## src/design/minion_settings.svh

```systemverilog
/*
 * constants for the minion peripheral subsystem
 * region map, bus and port widths, uart baud default, rx fifo geometry
 */
`ifndef MINION_SETTINGS_SVH
`define MINION_SETTINGS_SVH

// address map, region index is addr[23:20]
`define MINION_NUM_REGIONS      16
`define MINION_REGION_UART_CTRL 2   // tx byte / baud divisor, write only
`define MINION_REGION_UART_RX   3   // status read, pop on write
`define MINION_REGION_BOARD     7   // leds out, dip switches in

`define MINION_DATA_W           32  // bus word

// uart
`define MINION_BAUD_DEFAULT     87  // divisor after reset
`define MINION_BAUD_W           16

// receive fifo
`define MINION_RXFIFO_DEPTH     16
`define MINION_RXFIFO_CNT_W     12  // width of avail field in status

// board i/o
`define MINION_LED_W            8
`define MINION_DIP_W            16

`endif
```

## src/design/minion_pkg.sv

```systemverilog
/*
 * shared types: region index and the uart status word
 */
`default_nettype none
`include "minion_settings.svh"

package minion_pkg;

  typedef logic [$clog2(`MINION_NUM_REGIONS)-1:0] region_t;  // addr[23:20]

  // uart status word, msb first as it appears on the bus
  typedef struct packed {
    logic [`MINION_DATA_W-`MINION_RXFIFO_CNT_W-17:0] reserved;  // reads zero
    logic [`MINION_RXFIFO_CNT_W-1:0]                  avail;     // entries in fifo
    logic                                             almost_full;
    logic                                             full;
    logic                                             rd_err;    // pop while empty
    logic                                             wr_err;    // push while full
    logic                                             head_frame_err;
    logic                                             transmitting;
    logic                                             receiving;
    logic                                             not_empty;
    logic [7:0]                                       head_byte;
  } uart_status_fields_t;

  typedef union packed {
    logic [`MINION_DATA_W-1:0] raw;
    uart_status_fields_t       fields;
  } uart_status_u;

endpackage
`default_nettype wire

```

## src/design/minion_periph.sv

```systemverilog
/*
 * peripheral side of the minion soc
 * address decoder, register block, 8N1 uart and receive fifo
 */
`timescale 1ns/1ns
`default_nettype none
`include "minion_settings.svh"

module minion_periph (
  input  wire                         msoc_clk,
  input  wire                         rstn,
  input  wire                         ce_i,
  input  wire                         we_i,
  input  wire [`MINION_DATA_W-1:0]    addr_i,
  input  wire [`MINION_DATA_W-1:0]    wdata_i,
  output wire [`MINION_DATA_W-1:0]    rdata_o,
  input  wire                         serial_rx_i,
  output wire                         serial_tx_o,
  output wire [`MINION_LED_W-1:0]     led_o,
  input  wire [`MINION_DIP_W-1:0]     dip_i
);
  import minion_pkg::*;

  wire [`MINION_NUM_REGIONS-1:0]  sel;
  wire                            wr_stb;
  wire uart_status_u              rd_uart;
  wire [`MINION_DATA_W-1:0]       rd_board;
  wire                            tx_start;
  wire [7:0]                      tx_byte;
  wire [`MINION_BAUD_W-1:0]       baud_div;
  wire                            transmitting;
  wire                            receiving;
  wire                            rx_valid;
  wire [7:0]                      rx_byte;
  wire                            rx_frame_err;
  wire [8:0]                      fifo_head;  // {frame_err, byte}
  wire [`MINION_RXFIFO_CNT_W-1:0] fifo_count;
  wire                            fifo_full;
  wire                            fifo_almost_full;
  wire                            fifo_empty;
  wire                            fifo_rd_err;
  wire                            fifo_wr_err;

  bus_decode i_bus_decode (
    .ce_i       (ce_i),
    .we_i       (we_i),
    .addr_i     (addr_i),
    .rd_uart_i  (rd_uart),
    .rd_board_i (rd_board),
    .sel_o      (sel),
    .wr_stb_o   (wr_stb),
    .rdata_o    (rdata_o)
  );

  periph_regs i_periph_regs (
    .msoc_clk           (msoc_clk),
    .rstn               (rstn),
    .sel_i              (sel),
    .wr_stb_i           (wr_stb),
    .addr_i             (addr_i),
    .wdata_i            (wdata_i),
    .dip_i              (dip_i),
    .transmitting_i     (transmitting),
    .receiving_i        (receiving),
    .fifo_byte_i        (fifo_head[7:0]),
    .fifo_frame_err_i   (fifo_head[8]),
    .fifo_count_i       (fifo_count),
    .fifo_full_i        (fifo_full),
    .fifo_almost_full_i (fifo_almost_full),
    .fifo_empty_i       (fifo_empty),
    .fifo_rd_err_i      (fifo_rd_err),
    .fifo_wr_err_i      (fifo_wr_err),
    .led_o              (led_o),
    .tx_start_o         (tx_start),
    .tx_byte_o          (tx_byte),
    .baud_div_o         (baud_div),
    .rd_uart_o          (rd_uart),
    .rd_board_o         (rd_board)
  );

  uart_core i_uart_core (
    .msoc_clk       (msoc_clk),
    .rstn           (rstn),
    .baud_div_i     (baud_div),
    .tx_start_i     (tx_start),
    .tx_byte_i      (tx_byte),
    .serial_rx_i    (serial_rx_i),
    .serial_tx_o    (serial_tx_o),
    .transmitting_o (transmitting),
    .receiving_o    (receiving),
    .rx_valid_o     (rx_valid),
    .rx_byte_o      (rx_byte),
    .rx_frame_err_o (rx_frame_err)
  );

  rx_fifo i_rx_fifo (
    .msoc_clk      (msoc_clk),
    .rstn          (rstn),
    .sel_i         (sel),
    .wr_stb_i      (wr_stb),
    .push_i        (rx_valid),
    .din_i         ({rx_frame_err, rx_byte}),
    .dout_o        (fifo_head),
    .count_o       (fifo_count),
    .full_o        (fifo_full),
    .almost_full_o (fifo_almost_full),
    .empty_o       (fifo_empty),
    .rd_err_o      (fifo_rd_err),
    .wr_err_o      (fifo_wr_err)
  );

endmodule
`default_nettype wire

```

## src/design/rx_fifo.sv

```systemverilog
/*
 * single-clock receive fifo, entries are {frame_err, byte}
 * pop on a write to region 3, sticky over/underflow flags
 */
`timescale 1ns/1ns
`default_nettype none
`include "minion_settings.svh"

module rx_fifo (
  input  wire                              msoc_clk,
  input  wire                              rstn,
  input  wire [`MINION_NUM_REGIONS-1:0]    sel_i,
  input  wire                              wr_stb_i,
  input  wire                              push_i,
  input  wire [8:0]                        din_i,
  output logic [8:0]                       dout_o,
  output logic [`MINION_RXFIFO_CNT_W-1:0]  count_o,
  output logic                             full_o,
  output logic                             almost_full_o,
  output logic                             empty_o,
  output logic                             rd_err_o,
  output logic                             wr_err_o
);

  localparam int DEPTH = `MINION_RXFIFO_DEPTH;
  localparam int PTR_W = $clog2(DEPTH);

  logic [8:0]       mem [DEPTH];
  logic [PTR_W-1:0] wptr;
  logic [PTR_W-1:0] rptr;
  logic [PTR_W:0]   count;
  logic             pop;
  logic             do_push;
  logic             do_pop;

  assign pop     = wr_stb_i & sel_i[`MINION_REGION_UART_RX];
  assign do_push = push_i & !full_o;  // overflow drops the byte
  assign do_pop  = pop & !empty_o;

  assign full_o        = count == (PTR_W+1)'(DEPTH);
  assign almost_full_o = count >= (PTR_W+1)'(DEPTH - 2);
  assign empty_o       = count == '0;
  assign count_o       = `MINION_RXFIFO_CNT_W'(count);
  assign dout_o        = mem[rptr];  // head entry

  always_ff @(posedge msoc_clk or negedge rstn)
  begin
    if (!rstn)
    begin
      wptr     <= '0;
      rptr     <= '0;
      count    <= '0;
      rd_err_o <= 1'b0;
      wr_err_o <= 1'b0;
    end
    else
    begin
      if (do_push)
        wptr <= wptr + 1'b1;
      if (do_pop)
        rptr <= rptr + 1'b1;
      case ({do_push, do_pop})
        2'b10:   count <= count + 1'b1;
        2'b01:   count <= count - 1'b1;
        default: count <= count;
      endcase
      if (push_i && full_o)
        wr_err_o <= 1'b1;  // held until reset
      if (pop && empty_o)
        rd_err_o <= 1'b1;
    end
  end

  always_ff @(posedge msoc_clk)
  begin
    if (do_push)
      mem[wptr] <= din_i;
  end

  a_count_bound : assert property (@(posedge msoc_clk) disable iff (!rstn)
    count <= (PTR_W+1)'(DEPTH))
    else $error("rx fifo count %0d above depth", count);

endmodule
`default_nettype wire

```

## src/design/uart_core.sv

```systemverilog
/*
 * 8N1 uart, lsb first, bit time is baud_div+1 cycles
 * transmitter shift register, receiver with 3-sample majority filter
 */
`timescale 1ns/1ns
`default_nettype none
`include "minion_settings.svh"

module uart_core (
  input  wire                        msoc_clk,
  input  wire                        rstn,
  input  wire [`MINION_BAUD_W-1:0]   baud_div_i,
  input  wire                        tx_start_i,
  input  wire [7:0]                  tx_byte_i,
  input  wire                        serial_rx_i,
  output logic                       serial_tx_o,
  output logic                       transmitting_o,
  output logic                       receiving_o,
  output logic                       rx_valid_o,
  output logic [7:0]                 rx_byte_o,
  output logic                       rx_frame_err_o
);

  logic [9:0]                tx_shift;  // {stop, data, start}
  logic [`MINION_BAUD_W-1:0] tx_cnt;
  logic [3:0]                tx_bit;
  logic [2:0]                rx_samp;
  logic                      rx_maj;
  logic                      rx_maj_q;
  logic [`MINION_BAUD_W-1:0] rx_cnt;
  logic [3:0]                rx_bit;
  logic                      rx_tick;

  ////////////////////////////////////////////////////////////
  // transmitter

  assign serial_tx_o = tx_shift[0];  // idle shifts in ones

  always_ff @(posedge msoc_clk or negedge rstn)
  begin
    if (!rstn)
    begin
      tx_shift       <= '1;
      tx_cnt         <= '0;
      tx_bit         <= '0;
      transmitting_o <= 1'b0;
    end
    else if (!transmitting_o)
    begin
      if (tx_start_i)  // starts are ignored while busy
      begin
        tx_shift       <= {1'b1, tx_byte_i, 1'b0};
        tx_cnt         <= '0;
        tx_bit         <= '0;
        transmitting_o <= 1'b1;
      end
    end
    else if (tx_cnt >= baud_div_i)  // end of bit
    begin
      tx_cnt   <= '0;
      tx_shift <= {1'b1, tx_shift[9:1]};
      tx_bit   <= tx_bit + 4'd1;
      if (tx_bit == 4'd9)
        transmitting_o <= 1'b0;  // stop bit done
    end
    else
      tx_cnt <= tx_cnt + 1'b1;
  end

  ////////////////////////////////////////////////////////////
  // receiver

  // two of the last three samples win, two cycles of delay
  assign rx_maj  = (rx_samp[0] & rx_samp[1]) | (rx_samp[0] & rx_samp[2]) |
                   (rx_samp[1] & rx_samp[2]);
  assign rx_tick = receiving_o && rx_cnt == '0;  // mid-bit sample point

  always_ff @(posedge msoc_clk or negedge rstn)
  begin
    if (!rstn)
    begin
      rx_samp     <= '1;
      rx_maj_q    <= 1'b1;
      rx_cnt      <= '0;
      rx_bit      <= '0;
      receiving_o <= 1'b0;
      rx_valid_o  <= 1'b0;
    end
    else
    begin
      rx_samp    <= {rx_samp[1:0], serial_rx_i};
      rx_maj_q   <= rx_maj;
      rx_valid_o <= 1'b0;
      if (!receiving_o)
      begin
        if (rx_maj_q && !rx_maj)  // falling edge, start bit
        begin
          receiving_o <= 1'b1;
          rx_cnt      <= baud_div_i >> 1;  // half a bit to the middle
          rx_bit      <= '0;
        end
      end
      else if (!rx_tick)
        rx_cnt <= rx_cnt - 1'b1;
      else
      begin
        rx_cnt <= baud_div_i;
        rx_bit <= rx_bit + 4'd1;
        if (rx_bit == 4'd0 && rx_maj)
          receiving_o <= 1'b0;  // glitch, not a start bit
        else if (rx_bit == 4'd9)
        begin
          receiving_o <= 1'b0;
          rx_valid_o  <= 1'b1;
        end
      end
    end
  end

  always_ff @(posedge msoc_clk)
  begin
    if (rx_tick && rx_bit >= 4'd1 && rx_bit <= 4'd8)
      rx_byte_o <= {rx_maj, rx_byte_o[7:1]};  // lsb arrives first
    if (rx_tick && rx_bit == 4'd9)
      rx_frame_err_o <= !rx_maj;  // stop bit sampled low
  end

  a_rx_valid_pulse : assert property (@(posedge msoc_clk) disable iff (!rstn)
    rx_valid_o |=> !rx_valid_o)
    else $error("rx_valid longer than one cycle");

endmodule
`default_nettype wire

```

## src/design/periph_regs.sv

```systemverilog
/*
 * register block for regions 2, 3 and 7
 * leds, dip sync, uart tx strobe/byte, baud divisor, status word
 */
`timescale 1ns/1ns
`default_nettype none
`include "minion_settings.svh"

module periph_regs (
  input  wire                              msoc_clk,
  input  wire                              rstn,
  input  wire [`MINION_NUM_REGIONS-1:0]    sel_i,
  input  wire                              wr_stb_i,
  input  wire [`MINION_DATA_W-1:0]         addr_i,
  input  wire [`MINION_DATA_W-1:0]         wdata_i,
  input  wire [`MINION_DIP_W-1:0]          dip_i,
  input  wire                              transmitting_i,
  input  wire                              receiving_i,
  input  wire [7:0]                        fifo_byte_i,
  input  wire                              fifo_frame_err_i,
  input  wire [`MINION_RXFIFO_CNT_W-1:0]   fifo_count_i,
  input  wire                              fifo_full_i,
  input  wire                              fifo_almost_full_i,
  input  wire                              fifo_empty_i,
  input  wire                              fifo_rd_err_i,
  input  wire                              fifo_wr_err_i,
  output logic [`MINION_LED_W-1:0]         led_o,
  output logic                             tx_start_o,
  output logic [7:0]                       tx_byte_o,
  output logic [`MINION_BAUD_W-1:0]        baud_div_o,
  output minion_pkg::uart_status_u         rd_uart_o,
  output logic [`MINION_DATA_W-1:0]        rd_board_o
);
  import minion_pkg::*;

  logic [3:0]               offset;
  logic                     ctrl_wr;
  logic                     tx_wr;
  logic                     baud_wr;
  logic                     board_wr;
  logic [`MINION_DIP_W-1:0] dip_q;
  uart_status_u             status;

  assign offset   = addr_i[5:2];  // word offset inside region 2
  assign ctrl_wr  = wr_stb_i & sel_i[`MINION_REGION_UART_CTRL];
  assign tx_wr    = ctrl_wr && offset == 4'd0 && !tx_start_o;  // one pulse per burst
  assign baud_wr  = ctrl_wr && offset == 4'd1;
  assign board_wr = wr_stb_i & sel_i[`MINION_REGION_BOARD];

  always_ff @(posedge msoc_clk or negedge rstn)
  begin
    if (!rstn)
    begin
      led_o      <= '0;
      tx_start_o <= 1'b0;
      baud_div_o <= `MINION_BAUD_W'(`MINION_BAUD_DEFAULT);
    end
    else
    begin
      tx_start_o <= tx_wr;
      if (board_wr)
        led_o <= wdata_i[`MINION_LED_W-1:0];
      if (baud_wr)
        baud_div_o <= wdata_i[`MINION_BAUD_W-1:0];
    end
  end

  always_ff @(posedge msoc_clk)
  begin
    dip_q <= dip_i;  // one stage, read lags pin by a cycle
    if (tx_wr)
      tx_byte_o <= wdata_i[7:0];
  end

  ////////////////////////////////////////////////////////////
  // read words

  always_comb
  begin
    status                       = '0;
    status.fields.avail          = fifo_count_i;
    status.fields.almost_full    = fifo_almost_full_i;
    status.fields.full           = fifo_full_i;
    status.fields.rd_err         = fifo_rd_err_i;
    status.fields.wr_err         = fifo_wr_err_i;
    status.fields.head_frame_err = fifo_frame_err_i;
    status.fields.transmitting   = transmitting_i;
    status.fields.receiving      = receiving_i;
    status.fields.not_empty      = !fifo_empty_i;
    status.fields.head_byte      = fifo_byte_i;
  end

  assign rd_uart_o  = status;
  assign rd_board_o = `MINION_DATA_W'(dip_q);

endmodule
`default_nettype wire

```

## src/design/bus_decode.sv

```systemverilog
/*
 * region decoder, one 1 MiB region per value of addr[23:20]
 * one-hot select, write strobe, read data mux
 */
`timescale 1ns/1ns
`default_nettype none
`include "minion_settings.svh"

module bus_decode (
  input  wire                                ce_i,
  input  wire                                we_i,
  input  wire [`MINION_DATA_W-1:0]           addr_i,
  input  wire minion_pkg::uart_status_u      rd_uart_i,
  input  wire [`MINION_DATA_W-1:0]           rd_board_i,
  output logic [`MINION_NUM_REGIONS-1:0]     sel_o,
  output logic                               wr_stb_o,
  output logic [`MINION_DATA_W-1:0]          rdata_o
);
  import minion_pkg::*;

  region_t region;

  assign region   = addr_i[23:20];
  assign wr_stb_o = ce_i & we_i;  // write lands on this edge

  always_comb
  begin
    for (int i = 0; i < `MINION_NUM_REGIONS; i++)
      sel_o[i] = (region == region_t'(i));
  end

  // unmapped and write-only regions read as zero
  always_comb
  begin
    rdata_o = '0;
    if (sel_o[`MINION_REGION_UART_RX])
      rdata_o |= rd_uart_i.raw;
    if (sel_o[`MINION_REGION_BOARD])
      rdata_o |= rd_board_i;
  end

endmodule
`default_nettype wire

```

## config.mk

```make
export PLATFORM = sky130hd
export DESIGN_NAME = minion_periph
export DESIGN_NICKNAME = d
export VERILOG_FILES = /design/src/design/minion_pkg.sv /design/src/design/minion_periph.sv /design/src/design/rx_fifo.sv /design/src/design/uart_core.sv /design/src/design/periph_regs.sv /design/src/design/bus_decode.sv
export VERILOG_INCLUDE_DIRS = /design/src /design/src/design
export SDC_FILE = /design/constraint.sdc
export NUM_CORES = 1
export LEC_CHECK = 0
export BUFFER_PORTS_ARGS = -buffer_cell sky130_fd_sc_hd__buf_2
export CAP_MARGIN = 15
export CORE_MARGIN = 4
export CORE_UTILIZATION = 55
export DETAILED_ROUTE_END_ITERATION = 10
export PLACE_DENSITY = 0.75
export SKIP_CTS_REPAIR_TIMING = 1
export SLEW_MARGIN = 20
export SYNTH_ARGS = -nofsm -noshare
export SYNTH_HDL_FRONTEND = slang
export SYNTH_HIERARCHICAL = 1
export SYNTH_SLANG_ARGS = --single-unit
```

## constraint.sdc

```tcl
create_clock -name msoc_clk -period 8.4 [get_ports msoc_clk]
set_clock_uncertainty 0.05 [all_clocks]
set_input_delay 1.26 -clock msoc_clk [delete_from_list [all_inputs] [get_ports msoc_clk]]
set_output_delay 1.26 -clock msoc_clk [all_outputs]
set_load 0.01 [all_outputs]
```

### Word-level counts from Yosys, hierarchy flattened

Memories as Yosys holds them, arrays and structs flattened.
Cells that the tools add are included.

| word-level totals | value |
|---|---|
| register bits | 130 |
| bits in writable memories | 144 |
| input port bits | 85 |
| output and inout bits | 41 |
| logic and storage cells | 115 |
| memories kept | 1 |

Memory list:

| memory | depth | bits a word | read ports | clocked after memory_dff | wr ports | line | text |
|---|---|---|---|---|---|---|---|
| i_rx_fifo.mem | 16 | 9 | 1 | 0 | 1 | rx_fifo.sv:28 | `logic [8:0] mem [DEPTH];` |

| cells by class | value |
|---|---|
| add/subtract/negate cells | 8 |
| order comparisons | 4 |
| eq/ne operators | 11 |
| muxes and demuxes | 33 |
| bitwise logic cells | 12 |
| reductions and logical operators | 24 |

Operators with widths:

| cell | count |
|---|---|
| $mux 16 | 6 |
| $mux 32 | 1 |
| $or 32x16->32 | 1 |
| $mux 10 | 3 |
| $mux 4 | 6 |
| $mux 21 | 1 |
| $add 16x1->16 const B | 1 |
| $add 4x1->4 const B | 4 |
| $ge 16x16->1 | 1 |
| $logic_not 16->1 | 1 |
| $sub 16x1->16 const B | 1 |
| $mux 1 | 15 |
| $logic_and 1x1->1 | 11 |
| $pmux 5 s2 | 1 |
| $and 1x1->1 | 9 |
| $eq 4x2->1 const B | 2 |
| $eq 4x4->1 const B | 2 |
| $logic_not 4->1 | 2 |
| $reduce_bool 2->1 | 3 |
| $add 5x1->5 const B | 1 |
| $eq 5x5->1 const B | 1 |
| $ge 5x4->1 const B | 1 |
| $logic_not 5->1 | 1 |
| $sub 5x1->5 const B | 1 |
| other kinds (10) | 16 |

### Longest topological paths before layout

| depth | value |
|---|---|
| depth after elaboration | 7 |
| mapped depth | 13 |
| depth with buffers taken out | 11 |

### By module

The synthesis kept the hierarchy.

Modules (own cells, without submodules):

| module | times used | cells an instance | area each (um^2) | sequential area each (um^2) |
|---|---|---|---|---|
| rx_fifo | 1 | 367 | 6613.8 | 4699.5 |
| uart_core | 1 | 416 | 3896.2 | 1687.9 |
| periph_regs | 1 | 128 | 1916.8 | 1192.4 |
| bus_decode | 1 | 96 | 651.9 | 0.0 |

### Worst setup path after synthesis

OpenSTA, ideal clock, no wires.

| timing path | value |
|---|---|
| path kind | input to register |
| start point | in addr_i[22] |
| end point | reg i_rx_fifo.count[4] |
| library setup time | 0.080 ns |
| data arrival time | 3.189 ns |
| required time | 8.270 ns |
| setup slack | 5.081 ns |
| stages on the path | 13 |
| buffers on the path | 3 |
| cell sequence | buf_6 -> buf_6 -> nor3_1 -> nand2_1 -> a21oi_2 -> ha_1 -> buf_2 -> xor2_1 -> ha_1 -> and3b_1 -> o21ai_0 -> a21oi_1 -> xnor2_1 |

| between the ends | value |
|---|---|
| longest elaborated chain between the ends | 5 |
| elaborated cells on any way between the ends | 7 |
| classes of those cells | 3 x eq/ne; 1 x mux; 2 x bitwise; 1 x reduce/logical |

RTL lines:

| element | line | text |
|---|---|---|
| from (decl) | minion_periph.sv:14 | `` input wire [`MINION_DATA_W-1:0] addr_i, `` |
| $eq 4x2->1 * | bus_decode.sv:29 | `sel_o[i] = (region == region_t'(i));` |
| via sel[3] | minion_periph.sv:24 | `` wire [`MINION_NUM_REGIONS-1:0] sel; `` |
| $and 1x1->1 * | rx_fifo.sv:36 | `` assign pop = wr_stb_i & sel_i[`MINION_REGION_UART_RX]; `` |
| $and 1x1->1 * | rx_fifo.sv:38 | `assign do_pop = pop & !empty_o;` |
| via i_rx_fifo.do_pop | rx_fifo.sv:34 | `logic do_pop;` |
| $eq 2x1->1 or $eq 2x2->1 (tied branches) | rx_fifo.sv:62 | `case ({do_push, do_pop})` |
| $pmux 5 s2 or $reduce_bool 2->1 (tied branches) | n/a |  |
| to (signal assigned) | rx_fifo.sv:63 | `2'b10: count <= count + 1'b1;` |
| to (signal assigned) | rx_fifo.sv:64 | `2'b01: count <= count - 1'b1;` |
| to (signal assigned) | rx_fifo.sv:65 | `default: count <= count;` |
| to (decl) | rx_fifo.sv:31 | `logic [PTR_W:0] count;` |

Mark *: on every way through the listed nets, which the timed path passes. The rest lies on a longest branch.
A chain may end at the register's enable or synchronous reset.

### Worst setup path in the final report

| timing path | value |
|---|---|
| start point | reg i_rx_fifo.rptr[1] |
| end point | out rdata_o[0] |

| between the ends | value |
|---|---|
| longest elaborated chain between the ends | 4 |

RTL lines:

| element | line | text |
|---|---|---|
| from (decl) | rx_fifo.sv:30 | `logic [PTR_W-1:0] rptr;` |
| from (signal assigned) | rx_fifo.sv:61 | `rptr <= rptr + 1'b1;` |
| $mem_v2 16x9 * | n/a |  |
| via fifo_head[0] | minion_periph.sv:36 | `wire [8:0] fifo_head;` |
| $mux 21 * | bus_decode.sv:36 | `` if (sel_o[`MINION_REGION_UART_RX]) `` |
| $or 32x16->32 | bus_decode.sv:39 | `rdata_o \|= rd_board_i;` |
| $mux 32 * | bus_decode.sv:38 | `` if (sel_o[`MINION_REGION_BOARD]) `` |
| to (decl) | minion_periph.sv:16 | `` output wire [`MINION_DATA_W-1:0] rdata_o, `` |

Marked as above.

==> flow_metrics.py <==
metrics = {
    "synth": {
        "avgSynthCellArea_um2": 13.1,
        "netlist_area_um2": 13000,
        "synthCells": 991,
        "yosysWarnings": 6,
    },
    "drt": {
        "routed_wl_mm": 24.8,
        "drtIter0Drc": 518,
        "drc": 0,
        "routed_via_density": 5.60,
        "first_pass_iters": 4,
        "drt.antenna.violating_nets": 0,
        "wire_per_inst_um": 18.1,
        "vias": 7656,
    },
    "sta": {
        "rsz0062_at_grt": "no",
        "tns_ns": 0,
        "tightest_slew_ns": 1.02,
        "fmax_mhz": 214,
        "finalSetupViolations": 0,
        "slew-limit-headroom_pct": 31.7,
        "finalCritPeriodShare_pct": 55.5,
        "fin_crit_ns": 4.66,
        "maxSlewViolCount": 0,
        "hold_viol_final": 0,
    },
    "worst_setup_path": {
        "crit_path_end_kind": "primary output",
        "arrival_ns": 3.35,
        "cp_max_fo": 22,
        "reg2reg_depth": 8,
        "timing_worst_setup_path_type": "flop to primary output",
        "critPathLaunchType": "flop",
        "crit_required_ns": 7.09,
    },
    "final_layout": {
        "final_cell_mix": "161 x edfxtp_1, 94 x nor2_1, 77 x dfrtp_1",
        "antenna_cells": 0,
        "drive_above_1_share_pct": 21.9,
        "final_common_cell": "edfxtp_1",
        "fin_cells": 1366,
        "final_nets": 1148,
        "fill_cells": 1730,
        "synthToLayoutAreaGrowth_pct": 9.40,
    },
    "power": {
        "ir_drop_mv": 0.202,
        "p_leak_nw": 5.74,
        "p_per_area_nw_per_um2": 255,
    },
    "die": {
        "chipHeight_um": 162,
        "initial_core_util_pct": 56.7,
        "core_area_um2": 22900,
        "io_pins": 126,
        "fp.dieArea_um2": 26200,
        "rows": 55,
        "fp.dieW_um": 162,
    },
    "clock_network": {
        "cts_tree": "done",
        "htree_levels": 1,
        "cts.sinks": 273,
        "clk_pin_slew_worst_paths_ns": 0.06,
        "clk_latency_ns": 0.54,
        "clock_path_buffers": 3,
        "root_buffer": "clkbuf_16",
        "cts_buffers": 28,
    },
    "placement": {
        "io_buffers": 74,
        "placedCellCount": 1314,
        "globalplace.congestion": 0.814,
        "hpwlAfterDp_mm": 16.6,
    },
    "worst_hold_path": {
        "worstHoldPathCells": 0,
        "hp-class": "flop to flop",
    },
    "run_status": {
        "run_status": "finished clean",
    },
    "global_route": {
        "grt_max_degree": 58,
        "antenna_found_initial": 0,
        "gr-total-overflow": 0,
        "grtUsageTotal_pct": 18.8,
        "grt_pass1_wl_mm": 40.3,
        "grt_pass1_vias": 7611,
    },
    "job": {
        "max_cap_violations": 0,
    },
}
## stage by stage
step	hold WS (ns)	setup slack (ns)	cell area [µm²]	utilization [%]	total power [mW]
floorplan	0.305	5.09	13100	-	2.24
global placement	0.307	4.29	13200	57.7	2.30
detailed placement	0.312	4.24	13200	57.7	2.32
CTS	0.319	3.70	14200	62.1	3.65
global route	0.325	3.48	14200	62.1	3.80
finish	0.317	3.74	14200	62.1	3.62
## critical path, stage by stage (launching register included)
cell and delay, ns:
dfrtp_1 0.94, and2_1 0.92, a221oi_1 0.21, o21ai_0 0.22
nand2_1 0.13, mux2i_1 0.17, nor2_1 0.05, buf_2 0.15
## layer usage
layer | GRT usage, % | wire [µm] | up-vias
li1 | - | - | 3638
met1 | 26.1 | 11100 | 3795
met2 | 32.0 | 12100 | 187
met3 | 2.69 | 1150 | 36
met4 | 4.23 | 420 | 0
met5 | 0 | 0 | -
## registers in the layout (all words and copies together), names as in the netlist, 3 cells and up
register,count
i_periph_regs/led_o,8
i_rx_fifo/wptr,4
i_uart_core/rx_samp,3
i_periph_regs/tx_byte_o,8
i_uart_core/rx_byte_o,8
i_rx_fifo/rptr,4
i_uart_core/rx_cnt,16
i_uart_core/tx_shift,9
i_uart_core/rx_bit,4
i_rx_fifo/count,5
i_rx_fifo/mem,144
i_uart_core/tx_cnt,16
i_periph_regs/dip_q,16
i_periph_regs/baud_div_o,16
i_uart_core/tx_bit,4
## layout make-up
type	instances	area (µm²)	share of cell area, %
sequential	273	7580	53.3
multi-input combinational	605	4640	32.6
clock buffer	32	737	5.18
timing repair buffer	86	463	3.25
tap	313	392	2.75
clock inverter	20	270	1.90
inverter	37	139	0.976
## where the power goes
| group | switching (mW) | leakage [nW] | total, mW | internal [mW] |
|---|---|---|---|---|
| registers | 0.116 | 2.80 | 1.64 | 1.52 |
| clock network | 0.516 | 0.483 | 1.33 | 0.818 |
| logic | 0.326 | 2.45 | 0.654 | 0.328 |
| total | 0.958 | 5.74 | 3.62 | 2.67 |
## worst paths after layout
| kind | from | to | slack (ns) |
|---|---|---|---|
| worst max-delay path | i_rx_fifo/rptr[1]$_DFFE_PN0P_ | rdata_o[0] | 3.74 |
| worst min-delay path | i_uart_core/rx_samp[1]$_DFF_PN1_ | i_uart_core/rx_samp[2]$_DFF_PN1_ | 0.32 |
| worst max register to register | i_periph_regs/baud_div_o[15]$_DFFE_PN0P_ | i_uart_core/tx_bit[2]$_DFFE_PN0P_ | 5.30 |
| worst min register to register | i_uart_core/rx_samp[1]$_DFF_PN1_ | i_uart_core/rx_samp[2]$_DFF_PN1_ | 0.32 |
| max in group asynchronous | rstn | i_rx_fifo/rptr[0]$_DFFE_PN0P_ | 6.49 |
| min in group asynchronous | rstn | i_uart_core/tx_cnt[12]$_DFFE_PN0P_ | 0.67 |
(Power assumes the default switching activity.)
